===== src/logic/rename_defines.svh =====
// Rename back end sizing
// Lane count and register file sizes shared by the commit side
`ifndef RENAME_DEFINES_SVH
`define RENAME_DEFINES_SVH

// Commit lanes per retire bundle
`define COMMIT_WIDTH 2

// Physical register file entries, power of two so ring indices wrap
`define PHY_REG_NUM 64

// Architectural registers, x0 is permanently mapped
`define ARCH_REG_NUM 32

// Free entries left once every architectural register holds a mapping
`define RESET_FREE_NUM (`PHY_REG_NUM - `ARCH_REG_NUM)

`endif


===== src/logic/rename_pkg.sv =====
// Rename package
// Register number, lane mask and counter types for the commit side
`default_nettype none

`include "rename_defines.svh"

package rename_pkg;

  // Physical register number, also used as a ring index
  typedef logic [$clog2(`PHY_REG_NUM)-1:0] preg_t;

  // Architectural register number
  typedef logic [$clog2(`ARCH_REG_NUM)-1:0] areg_t;

  // One bit per commit lane
  typedef logic [`COMMIT_WIDTH-1:0] lane_mask_t;

  // Free list occupancy, 0 up to PHY_REG_NUM inclusive
  typedef logic [$clog2(`PHY_REG_NUM+1)-1:0] fl_cnt_t;

  // Per-lane retired write counter, wraps
  typedef logic [15:0] retire_cnt_t;

  // Four-phase intake handshake
  typedef enum logic [1:0] {
    IDLE,
    HOLD,
    RELEASE
  } intake_state_t;

endpackage

`default_nettype wire


===== src/logic/arch_free_list.sv =====
// Architectural free list
// Ring of free physical registers as seen with nothing speculative
// Head consumes one entry per alloc, tail appends freed pregs in lane order
// Whole ring exported for recovery, flush restores the reset contents
`timescale 1ns/1ps
`default_nettype none

`include "rename_defines.svh"

module arch_free_list import rename_pkg::*; (
  input  wire                       clk,
  input  wire                       rst_n,
  input  wire                       flush_i,
  input  lane_mask_t                alloc_valid_i,
  input  lane_mask_t                free_valid_i,
  input  preg_t [`COMMIT_WIDTH-1:0] free_preg_i,
  output preg_t [`PHY_REG_NUM-1:0]  arch_free_list_o,
  output preg_t                     head_o,
  output fl_cnt_t                   free_count_o
);

  typedef preg_t [`PHY_REG_NUM-1:0] ring_t;
  typedef logic [$clog2(`COMMIT_WIDTH+1)-1:0] req_cnt_t;

  ring_t    ring_q;
  ring_t    ring_d;
  preg_t    head_q;
  preg_t    head_d;
  preg_t    tail_q;
  preg_t    tail_d;
  preg_t    wr_idx;
  fl_cnt_t  count_q;
  fl_cnt_t  count_d;
  req_cnt_t alloc_cnt;
  req_cnt_t free_cnt;

  // Pregs above the architectural range start out free at index 0
  function automatic ring_t reset_ring();
    ring_t r;
    for (int i = 0; i < `PHY_REG_NUM; i++) begin
      r[i] = preg_t'(i + `ARCH_REG_NUM);
    end
    return r;
  endfunction

  // ==============================
  // Next ring state
  // ==============================

  always_comb begin
    alloc_cnt = '0;
    free_cnt  = '0;
    for (int i = 0; i < `COMMIT_WIDTH; i++) begin
      alloc_cnt = alloc_cnt + req_cnt_t'(alloc_valid_i[i]);
      free_cnt  = free_cnt + req_cnt_t'(free_valid_i[i]);
    end

    // Freed pregs at successive tail slots, index wraps with preg_t width
    ring_d = ring_q;
    wr_idx = tail_q;
    for (int i = 0; i < `COMMIT_WIDTH; i++) begin
      if (free_valid_i[i]) begin
        ring_d[wr_idx] = free_preg_i[i];
        wr_idx         = wr_idx + preg_t'(1);
      end
    end
    tail_d = wr_idx;

    head_d  = head_q + preg_t'(alloc_cnt);
    // Occupancy grows by frees, shrinks by allocs
    count_d = count_q + fl_cnt_t'(free_cnt) - fl_cnt_t'(alloc_cnt);
  end

  // ==============================
  // State update
  // ==============================

  always_ff @(posedge clk or negedge rst_n) begin
    if (!rst_n) begin
      ring_q  <= reset_ring();
      head_q  <= '0;
      tail_q  <= preg_t'(`RESET_FREE_NUM);
      count_q <= fl_cnt_t'(`RESET_FREE_NUM);
    end else if (flush_i) begin
      // Back to the reset picture
      ring_q  <= reset_ring();
      head_q  <= '0;
      tail_q  <= preg_t'(`RESET_FREE_NUM);
      count_q <= fl_cnt_t'(`RESET_FREE_NUM);
    end else begin
      // Never stalls
      ring_q  <= ring_d;
      head_q  <= head_d;
      tail_q  <= tail_d;
      count_q <= count_d;
    end
  end

  assign arch_free_list_o = ring_q;
  assign head_o           = head_q;
  assign free_count_o     = count_q;

  // Lanes never consume more than the ring holds
  a_no_underflow: assert property (
    @(posedge clk) disable iff (!rst_n)
    count_q >= fl_cnt_t'(alloc_cnt)
  );

  a_no_overflow: assert property (
    @(posedge clk) disable iff (!rst_n)
    count_q <= fl_cnt_t'(`PHY_REG_NUM)
  );

  // Pointers and occupancy stay consistent
  a_ptr_count: assert property (
    @(posedge clk) disable iff (!rst_n)
    preg_t'(head_q + preg_t'(count_q)) == tail_q
  );

endmodule

`default_nettype wire


===== src/logic/commit_intake.sv =====
// Commit bundle intake
// Four-phase req/ack receiver for retire bundles
// Captures one bundle per handshake and fires its valid lanes for one cycle
`timescale 1ns/1ps
`default_nettype none

`include "rename_defines.svh"

module commit_intake import rename_pkg::*; (
  input  wire                       clk,
  input  wire                       rst_n,
  input  wire                       commit_req_i,
  input  lane_mask_t                bundle_valid_i,
  input  lane_mask_t                bundle_has_dest_i,
  input  areg_t [`COMMIT_WIDTH-1:0] bundle_areg_i,
  input  preg_t [`COMMIT_WIDTH-1:0] bundle_old_preg_i,
  output logic                      commit_ack_o,
  output lane_mask_t                lane_fire_o,
  output lane_mask_t                lane_has_dest_o,
  output areg_t [`COMMIT_WIDTH-1:0] lane_areg_o,
  output preg_t [`COMMIT_WIDTH-1:0] lane_old_preg_o
);

  intake_state_t             state_q;
  intake_state_t             state_d;
  logic                      accept;
  lane_mask_t                valid_q;
  lane_mask_t                has_dest_q;
  areg_t [`COMMIT_WIDTH-1:0] areg_q;
  preg_t [`COMMIT_WIDTH-1:0] old_preg_q;

  // ==============================
  // Handshake FSM
  // ==============================

  // New bundle only taken from IDLE, so ack is low before req can repeat
  assign accept = (state_q == IDLE) && commit_req_i;

  always_comb begin
    state_d = state_q;
    case (state_q)
      IDLE: begin
        if (commit_req_i) begin
          state_d = HOLD;
        end
      end
      // Fire cycle, source may already have dropped req
      HOLD: begin
        state_d = commit_req_i ? RELEASE : IDLE;
      end
      // Ack held until req is seen low
      RELEASE: begin
        if (!commit_req_i) begin
          state_d = IDLE;
        end
      end
      default: begin
        state_d = IDLE;
      end
    endcase
  end

  always_ff @(posedge clk or negedge rst_n) begin
    if (!rst_n) begin
      state_q <= IDLE;
    end else begin
      state_q <= state_d;
    end
  end

  // ==============================
  // Bundle capture
  // ==============================

  // Payload only, qualified by state
  always_ff @(posedge clk) begin
    if (accept) begin
      valid_q    <= bundle_valid_i;
      has_dest_q <= bundle_has_dest_i;
      areg_q     <= bundle_areg_i;
      old_preg_q <= bundle_old_preg_i;
    end
  end

  // Ack high from the accepting edge until req falls
  assign commit_ack_o    = (state_q != IDLE);
  // Valid lanes pulse during the single HOLD cycle
  assign lane_fire_o     = valid_q & {`COMMIT_WIDTH{state_q == HOLD}};
  assign lane_has_dest_o = has_dest_q;
  assign lane_areg_o     = areg_q;
  assign lane_old_preg_o = old_preg_q;

  // Ack only rises after req was sampled high
  a_ack_needs_req: assert property (
    @(posedge clk) disable iff (!rst_n)
    $rose(commit_ack_o) |-> $past(commit_req_i)
  );

  // One fire per handshake, nothing more until ack has dropped
  a_single_fire: assert property (
    @(posedge clk) disable iff (!rst_n)
    (|lane_fire_o) |=> (lane_fire_o == '0) until !commit_ack_o
  );

endmodule

`default_nettype wire


===== src/logic/commit_lane.sv =====
// Commit lane
// Qualifies one fired commit slot and registers its alloc/free request
// Keeps a wrapping count of the register writes this slot has retired
`timescale 1ns/1ps
`default_nettype none

`include "rename_defines.svh"

module commit_lane import rename_pkg::*; (
  input  wire         clk,
  input  wire         rst_n,
  input  wire         fire_i,
  input  wire         has_dest_i,
  input  areg_t       areg_i,
  input  preg_t       old_preg_i,
  output logic        alloc_valid_o,
  output logic        free_valid_o,
  output preg_t       free_preg_o,
  output retire_cnt_t retired_o
);

  logic        qualified;
  logic        req_q;
  preg_t       free_preg_q;
  retire_cnt_t retired_q;

  // ==============================
  // Qualification
  // ==============================

  // x0 never renames, so it neither takes nor returns a preg
  assign qualified = fire_i && has_dest_i && (areg_i != '0);

  always_ff @(posedge clk or negedge rst_n) begin
    if (!rst_n) begin
      req_q     <= 1'b0;
      retired_q <= '0;
    end else begin
      req_q <= qualified;
      if (qualified) begin
        retired_q <= retired_q + retire_cnt_t'(1);
      end
    end
  end

  // Old mapping goes back to the free list
  always_ff @(posedge clk) begin
    if (qualified) begin
      free_preg_q <= old_preg_i;
    end
  end

  // One head entry consumed for every tail entry appended
  assign alloc_valid_o = req_q;
  assign free_valid_o  = req_q;
  assign free_preg_o   = free_preg_q;
  assign retired_o     = retired_q;

  // Requests pair up and follow a fire by exactly one cycle
  a_alloc_free_pair: assert property (
    @(posedge clk) disable iff (!rst_n)
    (alloc_valid_o || free_valid_o) |->
      (alloc_valid_o && free_valid_o && $past(fire_i && has_dest_i))
  );

endmodule

`default_nettype wire


===== src/logic/preg_reclaim_top.sv =====
// Physical register reclaim, commit side
// Intake, one commit lane per bundle slot and the architectural free list
`timescale 1ns/1ps
`default_nettype none

`include "rename_defines.svh"

module preg_reclaim_top import rename_pkg::*; (
  input  wire                             clk,
  input  wire                             rst_n,
  input  wire                             flush_i,
  input  wire                             commit_req_i,
  input  lane_mask_t                      bundle_valid_i,
  input  lane_mask_t                      bundle_has_dest_i,
  input  areg_t [`COMMIT_WIDTH-1:0]       bundle_areg_i,
  input  preg_t [`COMMIT_WIDTH-1:0]       bundle_old_preg_i,
  output logic                            commit_ack_o,
  output preg_t [`PHY_REG_NUM-1:0]        arch_free_list_o,
  output preg_t                           head_o,
  output fl_cnt_t                         free_count_o,
  output retire_cnt_t [`COMMIT_WIDTH-1:0] retired_o
);

  // Intake to lanes
  lane_mask_t                lane_fire;
  lane_mask_t                lane_has_dest;
  areg_t [`COMMIT_WIDTH-1:0] lane_areg;
  preg_t [`COMMIT_WIDTH-1:0] lane_old_preg;

  // Lanes to free list
  lane_mask_t                alloc_valid;
  lane_mask_t                free_valid;
  preg_t [`COMMIT_WIDTH-1:0] free_preg;

  commit_intake i_intake (
    .clk               (clk),
    .rst_n             (rst_n),
    .commit_req_i      (commit_req_i),
    .bundle_valid_i    (bundle_valid_i),
    .bundle_has_dest_i (bundle_has_dest_i),
    .bundle_areg_i     (bundle_areg_i),
    .bundle_old_preg_i (bundle_old_preg_i),
    .commit_ack_o      (commit_ack_o),
    .lane_fire_o       (lane_fire),
    .lane_has_dest_o   (lane_has_dest),
    .lane_areg_o       (lane_areg),
    .lane_old_preg_o   (lane_old_preg)
  );

  // ==============================
  // Commit lanes
  // ==============================

  for (genvar g = 0; g < `COMMIT_WIDTH; g++) begin : g_lane
    commit_lane i_lane (
      .clk           (clk),
      .rst_n         (rst_n),
      .fire_i        (lane_fire[g]),
      .has_dest_i    (lane_has_dest[g]),
      .areg_i        (lane_areg[g]),
      .old_preg_i    (lane_old_preg[g]),
      .alloc_valid_o (alloc_valid[g]),
      .free_valid_o  (free_valid[g]),
      .free_preg_o   (free_preg[g]),
      .retired_o     (retired_o[g])
    );
  end

  arch_free_list i_free_list (
    .clk              (clk),
    .rst_n            (rst_n),
    .flush_i          (flush_i),
    .alloc_valid_i    (alloc_valid),
    .free_valid_i     (free_valid),
    .free_preg_i      (free_preg),
    .arch_free_list_o (arch_free_list_o),
    .head_o           (head_o),
    .free_count_o     (free_count_o)
  );

endmodule

`default_nettype wire


===== config.mk =====
export PLATFORM = sky130hd
export DESIGN_NAME = preg_reclaim_top
export DESIGN_NICKNAME = d
export VERILOG_FILES = /design/src/logic/rename_pkg.sv /design/src/logic/arch_free_list.sv /design/src/logic/commit_intake.sv /design/src/logic/commit_lane.sv /design/src/logic/preg_reclaim_top.sv
export VERILOG_INCLUDE_DIRS = /design/src /design/src/logic
export SDC_FILE = /design/constraint.sdc
export NUM_CORES = 1
export LEC_CHECK = 0
export BUFFER_PORTS_ARGS = -buffer_cell sky130_fd_sc_hd__buf_2
export CAP_MARGIN = 25
export CORE_AREA = 4 4 218 242
export CTS_BUF_LIST = sky130_fd_sc_hd__clkbuf_8
export DETAILED_ROUTE_END_ITERATION = 12
export DIE_AREA = 0 0 222 246
export HOLD_SLACK_MARGIN = 0.1
export PLACE_DENSITY = 0.84
export SLEW_MARGIN = 0
export SYNTH_ARGS = -nofsm -noshare
export SYNTH_HDL_FRONTEND = slang
export SYNTH_SLANG_ARGS = --single-unit

===== constraint.sdc =====
create_clock -name clk -period 2.3 [get_ports clk]
set_clock_uncertainty 0.2 [all_clocks]
set_input_delay 0.115 -clock clk [delete_from_list [all_inputs] [get_ports clk]]
set_output_delay 0.115 -clock clk [all_outputs]
set_load 0.005 [all_outputs]

# Word level (Yosys, flattened, before mapping)
# Cells that the tools add are included.
[totals] regBits=477 input_bits=30 output_inout_bits=430
[classes] add_sub_neg=8 order_cmp=4 eq_ne=4 muxes=18 bitwise=1 reduce_logical=12
[ops] cell="two-way mux 384 bit" n=3
[ops] cell="bitwise mux 384 bit" n=2
[ops] cell="demux 6 bit (select 6 bit)" n=2
[ops] cell="two-way mux 6 bit" n=6
[ops] cell="adder 16 x 1 -> 16 bit (second input constant)" n=2
[ops] cell="< comparator 6 x 7 -> 1 bit (second input constant)" n=2
[ops] cell="adder 6 x 1 -> 6 bit (second input constant)" n=2
[ops] cell=">= comparator 6 x 1 -> 1 bit (second input constant)" n=2
[ops] cell="nonzero test 5 bit" n=2
[ops] cell="adder 7 x 2 -> 7 bit" n=1
[ops] cell="logical AND 1 bit" n=7
[ops] cell="two-way mux 7 bit" n=1
[ops] cell="subtractor 7 x 2 -> 7 bit" n=1
[ops] cell="adder 6 x 2 -> 6 bit" n=1
[ops] cell="two-way mux 2 bit" n=3
[ops] cell="one-hot mux 2 bit (3 select lines)" n=1
[ops] cell="inequality test 2 bit (second input constant)" n=2
[ops] cell="adder 1 x 1 -> 2 bit" n=1
[ops] cell="bitwise AND 2 bit" n=1
[ops] cell="equality test 2 x 1 -> 1 bit (second input constant)" n=1
[ops] cell="equality test 2 bit (second input constant)" n=1
[ops] cell="logical NOT 2 bit" n=1
[ops] cell="AND reduction 2 bit" n=1
[ops] cell="nonzero test 2 bit" n=1

# Logic depth before layout (Yosys ltp)
[depth] word_depth=9 depth_mapped=9 depth_no_buf=9

# By module
# Synthesis repeated with hierarchy kept, for this count alone.
[hier_totals] hier_cells=2311 hier_area_um2=25884.8
[modules_own_cells] module="arch_free_list" instances=1 cells_per_inst=2133 area_per_inst_um2=23057.1 seq_area_each_um2=10327.4
[modules_own_cells] module="commit_lane" instances=2 cells_per_inst=71 area_per_inst_um2=972.2 seq_area_each_um2=605.6
[modules_own_cells] module="commit_intake" instances=1 cells_per_inst=36 area_per_inst_um2=883.3 seq_area_each_um2=830.8

# Worst setup path before layout
# OpenSTA, ideal clock, no wires.
[synth_timing] path_kind="flip-flop to flip-flop" startpoint="register g_lane[1].i_lane.req_q" endpoint="register i_free_list.count_q[6], in the netlist i_free_list.free_count_o[6]" setup_ns=0.126 arrival_time_ns=2.204 required_time_ns=1.974 slack_ns=-0.230 stages_incl_launch_ff=9 n_path_buf=0 period_less_slack_ns=2.530 cell_sequence="dfrtp_1 -> ha_1 -> nor2b_1 -> inv_1 -> fa_1 -> a21o_1 -> a21oi_1 -> o21bai_1 -> a311o_1"
[synth_between] elab_chain_len=4
[synth_rtl] item="from (decl)" line="commit_lane.sv:23" rtl="logic req_q;"
[synth_rtl] item="from (signal assigned)" line="commit_lane.sv:39" rtl="req_q <= qualified;"
[synth_rtl] item="adder 1 x 1 -> 2 bit *" line="arch_free_list.sv:54, arch_free_list.sv:55"
[synth_rtl] item="adder 7 x 2 -> 7 bit" line="arch_free_list.sv:71" rtl="count_d = count_q + fl_cnt_t'(free_cnt) - fl_cnt_t'(alloc_cnt);"
[synth_rtl] item="subtractor 7 x 2 -> 7 bit *" line="arch_free_list.sv:71"
[synth_rtl] item="two-way mux 7 bit *" line="arch_free_list.sv:84" rtl="end else if (flush_i) begin"
[synth_rtl] item="to (signal assigned)" line="arch_free_list.sv:83" rtl="count_q <= fl_cnt_t'(`RESET_FREE_NUM);"
[synth_rtl] item="to (signal assigned)" line="arch_free_list.sv:89" rtl="count_q <= fl_cnt_t'(`RESET_FREE_NUM);"
[synth_rtl] item="to (signal assigned)" line="arch_free_list.sv:95" rtl="count_q <= count_d;"
[synth_rtl] item="to (decl)" line="arch_free_list.sv:32" rtl="fl_cnt_t count_q;"
# Mark *: on every way between the ends. The rest lies on a longest branch, timed or not.
# A chain may end at the register's enable or synchronous reset.

# Final worst setup path
[layout_timing] startpoint="register i_free_list.tail_q[0]" endpoint="register i_free_list.ring_q, in the netlist i_free_list.arch_free_list_o[177]"
[layout_between] elab_chain_len=9 elab_cells_between_ends=17
[layout_rtl] item="from (decl)" line="arch_free_list.sv:29" rtl="preg_t tail_q;"
[layout_rtl] item="from (signal assigned)" line="arch_free_list.sv:82" rtl="tail_q <= preg_t'(`RESET_FREE_NUM);"
[layout_rtl] item="from (signal assigned)" line="arch_free_list.sv:88" rtl="tail_q <= preg_t'(`RESET_FREE_NUM);"
[layout_rtl] item="from (signal assigned)" line="arch_free_list.sv:94" rtl="tail_q <= tail_d;"
[layout_rtl] item="adder 6 x 1 -> 6 bit, or another cell as far along" line="arch_free_list.sv:64" rtl="wr_idx = wr_idx + preg_t'(1);"
[layout_rtl] item="two-way mux 6 bit or logical AND 1 bit (tied branches)" line="arch_free_list.sv:62, arch_free_list.sv:63"
[layout_rtl] item="< comparator 6 x 7 -> 1 bit (implied by the code), or another cell as far along" line="arch_free_list.sv:63" rtl="ring_d[wr_idx] = free_preg_i[i];"
[layout_rtl] item="logical AND 1 bit (implied by the code) or demux 6 bit (select 6 bit) (tied branches)"
[layout_rtl] item="two-way mux 6 bit (implied by the code) or bitwise mux 384 bit (tied branches)" line="arch_free_list.sv:63"
[layout_rtl] item="demux 6 bit (select 6 bit) or two-way mux 384 bit (tied branches)"
[layout_rtl] item="bitwise mux 384 bit" line="arch_free_list.sv:63"
[layout_rtl] item="two-way mux 384 bit *" line="arch_free_list.sv:62" rtl="if (free_valid_i[i]) begin"
[layout_rtl] item="two-way mux 384 bit *" line="arch_free_list.sv:84"
[layout_rtl] item="to (signal assigned)" line="arch_free_list.sv:80" rtl="ring_q <= reset_ring();"
[layout_rtl] item="to (signal assigned)" line="arch_free_list.sv:86" rtl="ring_q <= reset_ring();"
[layout_rtl] item="to (signal assigned)" line="arch_free_list.sv:92" rtl="ring_q <= ring_d;"
[layout_rtl] item="to (decl)" line="arch_free_list.sv:25" rtl="ring_t ring_q;"
# Marked as above.

==> run_results.csv <==
group,metric,value,unit
timing,finalCritPeriodShare,110,%
synth,syn_area_per_cell,10.8,µm²
timing,worst_slew_pin_slew,0.916,ns
critical_path,timing.rr.start,"i_free_list.tail_q[0]",
cells_and_area,final_common_cell,"buf_2",
synth,ys_seq_elements,477,
drt,wire_per_inst,27.5,µm
timing,rsz0062_at_grt,"yes",
synth,synth.net_count,2351,
synth,postSynthCellCount,2307,
outcome,violations,"setup timing",
grt,antenna_found_initial,2,
clock_tree,root_buffer,"clkbuf_8",
critical_path,critPathMaxFanout,6,
die,die_width,222,µm
timing,hold_viol_final,0,
placement,placement.cell_area,29600,µm²
timing,fin_ws,-0.221,ns
cells_and_area,fin_nets,3091,
synth,synth_compound_area_share,9.53,%
synth,synth-async-reset-ratio,92.0,%
drt,via_count,23900,
critical_path,r2r_end,"i_free_list.arch_free_list_o[177]",
clock_tree,htreeDepth,3,
power_and_ir_drop,power,19.2,mW
drt,drtIter0Drc,2343,
power_and_ir_drop,powerDensity,541,nW/µm²
outcome,outcome,"complete, but fails checks",
clock_tree,cts_tree,"yes",
grt,grt_max_degree,94,
drt,drc_errors,0,
cells_and_area,layout-drive-gt1-share,53.4,%
cells_and_area,instances_no_fill,3777,
clock_tree,clk_latency,0.70,ns
synth,synth-edff-count,38,
clock_tree,cts_inserted_buffers,82,
critical_path,crit_type,"register to register",
synth,ys.warnings.count,0,
drt,totalWireLength,104000,µm
critical_path,endpoint_kind,"register",
power_and_ir_drop,peakVddDrop,0.000567,V
min_path,hp-class,"register to register",
critical_path,r2r_cells,9,
grt,grt_remaining_overflow,0,
cells_and_area,area_growth,42.4,%
cells_and_area,final_cell_area,35500,µm²
placement,dpl.hpwl,62900,µm
die,rows,86,
grt,grt_pass1_vias,23777,
die,ioPinCount,460,
critical_path,cp-start-kind,"register",
synth,synth_fa_ha_area_share,0.764,%
clock_tree,clk_pin_slew,0.07,ns
cells_and_area,fill_cells,3310,
synth,synth_top_family_by_area,"multiplexers",
placement,gp_congestion,0.967,
synth,muxShareOfSynthArea,20.2,%
critical_path,worstSetupStartpoint,"i_free_list.tail_q[0]",
synth,seq_area_frac_synth,49.7,%
synth,synth.cell_area,24900,µm²
drt,drtAntennaViolNets,0,
synth,synth.distinct_cells,77,
drt,firstDrtPassIters,7,
die,core,49900,µm²
critical_path,cp.arrival,2.95,ns
die,die_y,246,µm
critical_path,crit_path_end,"i_free_list.arch_free_list_o[177]",
grt,grt_pass1_wl,147000,µm
timing,fin_setup_tns,-26.46,ns
clock_tree,clockBufferDepth,3,
synth,synth-main-ff-cell,"dfrtp_1",
synth,synthSimpleGateAreaFrac,13.9,%
timing,setup_viol,360,
timing,slew-limit-headroom,38.9,%
flow_run,drv_cap,0,
clock_tree,clock-sinks,477,
power_and_ir_drop,p_leak,16.1,nW
timing,max_freq,0.397,GHz
drt,vias_per_cell,6.33,
placement,io_buffers,459,
critical_path,worstPathRequired,2.73,ns
synth,synth_xor_area_share,1.68,%
min_path,hold_start,"i_intake.lane_old_preg_o[0]",
critical_path,rrSetupSlack,-0.22,ns
timing,maxSlewViolCount,0,
die,die_area,54600,µm²
cells_and_area,final_cell_mix,"459 x buf_2, 333 x mux2i_1, 241 x dfrtp_1",
timing,fin_crit,2.52,ns
die,start_util,49.9,%
placement,dpl.cell_count,3467,
grt,grt_use_total,34.7,%
## cell type report
| class | count | area [µm²] | area share, % |
|---|---|---|---|
| Inverter | 20 | 86.3 | 0.243 |
| Tap cell | 660 | 826 | 2.33 |
| Clock inverter | 56 | 338 | 0.953 |
| Multi-Input combinational cell | 1593 | 13700 | 38.5 |
| Antenna cell | 1 | 2.50 | 0.00706 |
| Timing Repair Buffer | 873 | 6830 | 19.3 |
| Clock buffer | 97 | 1340 | 3.77 |
| Sequential cell | 477 | 12400 | 34.9 |
## registers in the layout, summed over array words and instances, names as in the netlist, 6 cells and up
| signal | cells |
|---|---|
| i_free_list.arch_free_list_o | 384 |
| i_intake.lane_areg_o | 10 |
| i_free_list.head_o | 6 |
| i_free_list.tail_q | 6 |
| g_lane.i_lane.free_preg_o | 12 |
| g_lane.i_lane.retired_o | 32 |
| i_intake.lane_old_preg_o | 12 |
| i_free_list.free_count_o | 7 |
## cell families after synthesis
| logic type | count (synthesis) |
|---|---|
| AND/OR/NAND/NOR | 717 |
| multiplexers | 487 |
| flip-flops | 477 |
| AO/OA/AOI/OAI | 328 |
| buffers and inverters | 238 |
| XOR/XNOR | 46 |
| adder cells (fa/ha/maj) | 14 |
## cells in the mapped netlist, types with 5 or more instances
cell type	n	share of area (%)
nand2b_1	7	0.18
and2_1	6	0.15
nand2_1	130	2.0
nand4b_1	5	0.18
or2_2	8	0.20
and3_1	12	0.30
nor3_2	6	0.24
dfrtp_1	245	25
buf_4	12	0.36
buf_2	54	1.1
nand2_2	16	0.40
buf_1	24	0.36
nand4_1	36	0.90
nor2_1	347	5.2
o2111ai_1	5	0.18
a21o_1	9	0.27
a21oi_1	22	0.44
a211o_1	6	0.21
nor3_1	25	0.50
and4_1	5	0.18
o211ai_1	6	0.18
nand3_1	39	0.78
nor2_2	24	0.60
nor2b_1	6	0.15
inv_1	17	0.26
dfstp_2	194	20
xnor2_1	29	1.0
a211oi_1	107	3.2
xor2_1	15	0.53
a31o_2	8	0.28
mux2_2	132	6.0
mux2i_1	355	14
a311oi_1	20	0.70
ha_1	12	0.60
clkbuf_1	124	1.9
a31oi_1	113	2.8
o21ai_0	10	0.20
edfxtp_1	38	4.6
## timing repair
action / CTS / global route
endpoints found under the setup margin: 345 / 386
cloned: 11 / 16
hold endpoints to repair: 605 / 0
pin swaps: 31 / 67
resized for setup: 223 / 405
hold buffers: 58 / 0
buffers inserted: 28 / 54
## critical path, cell delays in order (launching register included)
cell	delay (ns)
dfrtp_2	0.47
ha_4	0.25
or3b_4	0.38
a21oi_4	0.26
buf_6	0.14
buf_6	0.10
and4_4	0.25
buf_8	0.14
nor3_1	0.06
a21oi_1	0.18
## how the worst min path moves through the flow
stage	endpoint	slack (ns)	cells past startpoint
after floorplan	g_lane[0].i_lane.alloc_valid_o	-0.38	0
after global placement	i_free_list.arch_free_list_o[344]	-0.20	1
after detailed placement	i_free_list.arch_free_list_o[344]	-0.19	1
after CTS	g_lane[0].i_lane.free_preg_o[0]	0.22	0
after global routing	g_lane[0].i_lane.free_preg_o[0]	0.23	0
final	g_lane[0].i_lane.free_preg_o[0]	0.22	0
## metrics by stage
stage | setup WS [ns] | hold slack (ns) | utilization, %
finish | -0.221 | 0.216 | 71.0
detailed placement | -0.234 | -0.192 | 59.4
global route | -0.271 | 0.229 | 71.0
CTS | -0.106 | 0.219 | 66.3
global placement | -0.168 | -0.199 | 59.4
floorplan | -0.127 | -0.381 | -
## where the power goes
part	total (mW)	internal (mW)	switching [mW]
registers	8.93	8.73	0.201
clock network	7.99	4.20	3.79
logic	2.28	0.892	1.39
total	19.2	13.8	5.37
## per-layer routing
layer	up-vias	track usage, %	routed length [µm]
met3	476	7.38	10800
met1	11824	42.9	37000
met5	-	0	0
met2	1826	58.1	49600
met4	0	17.2	6390
li1	9774	-	-
(Power assumes the default switching activity.)
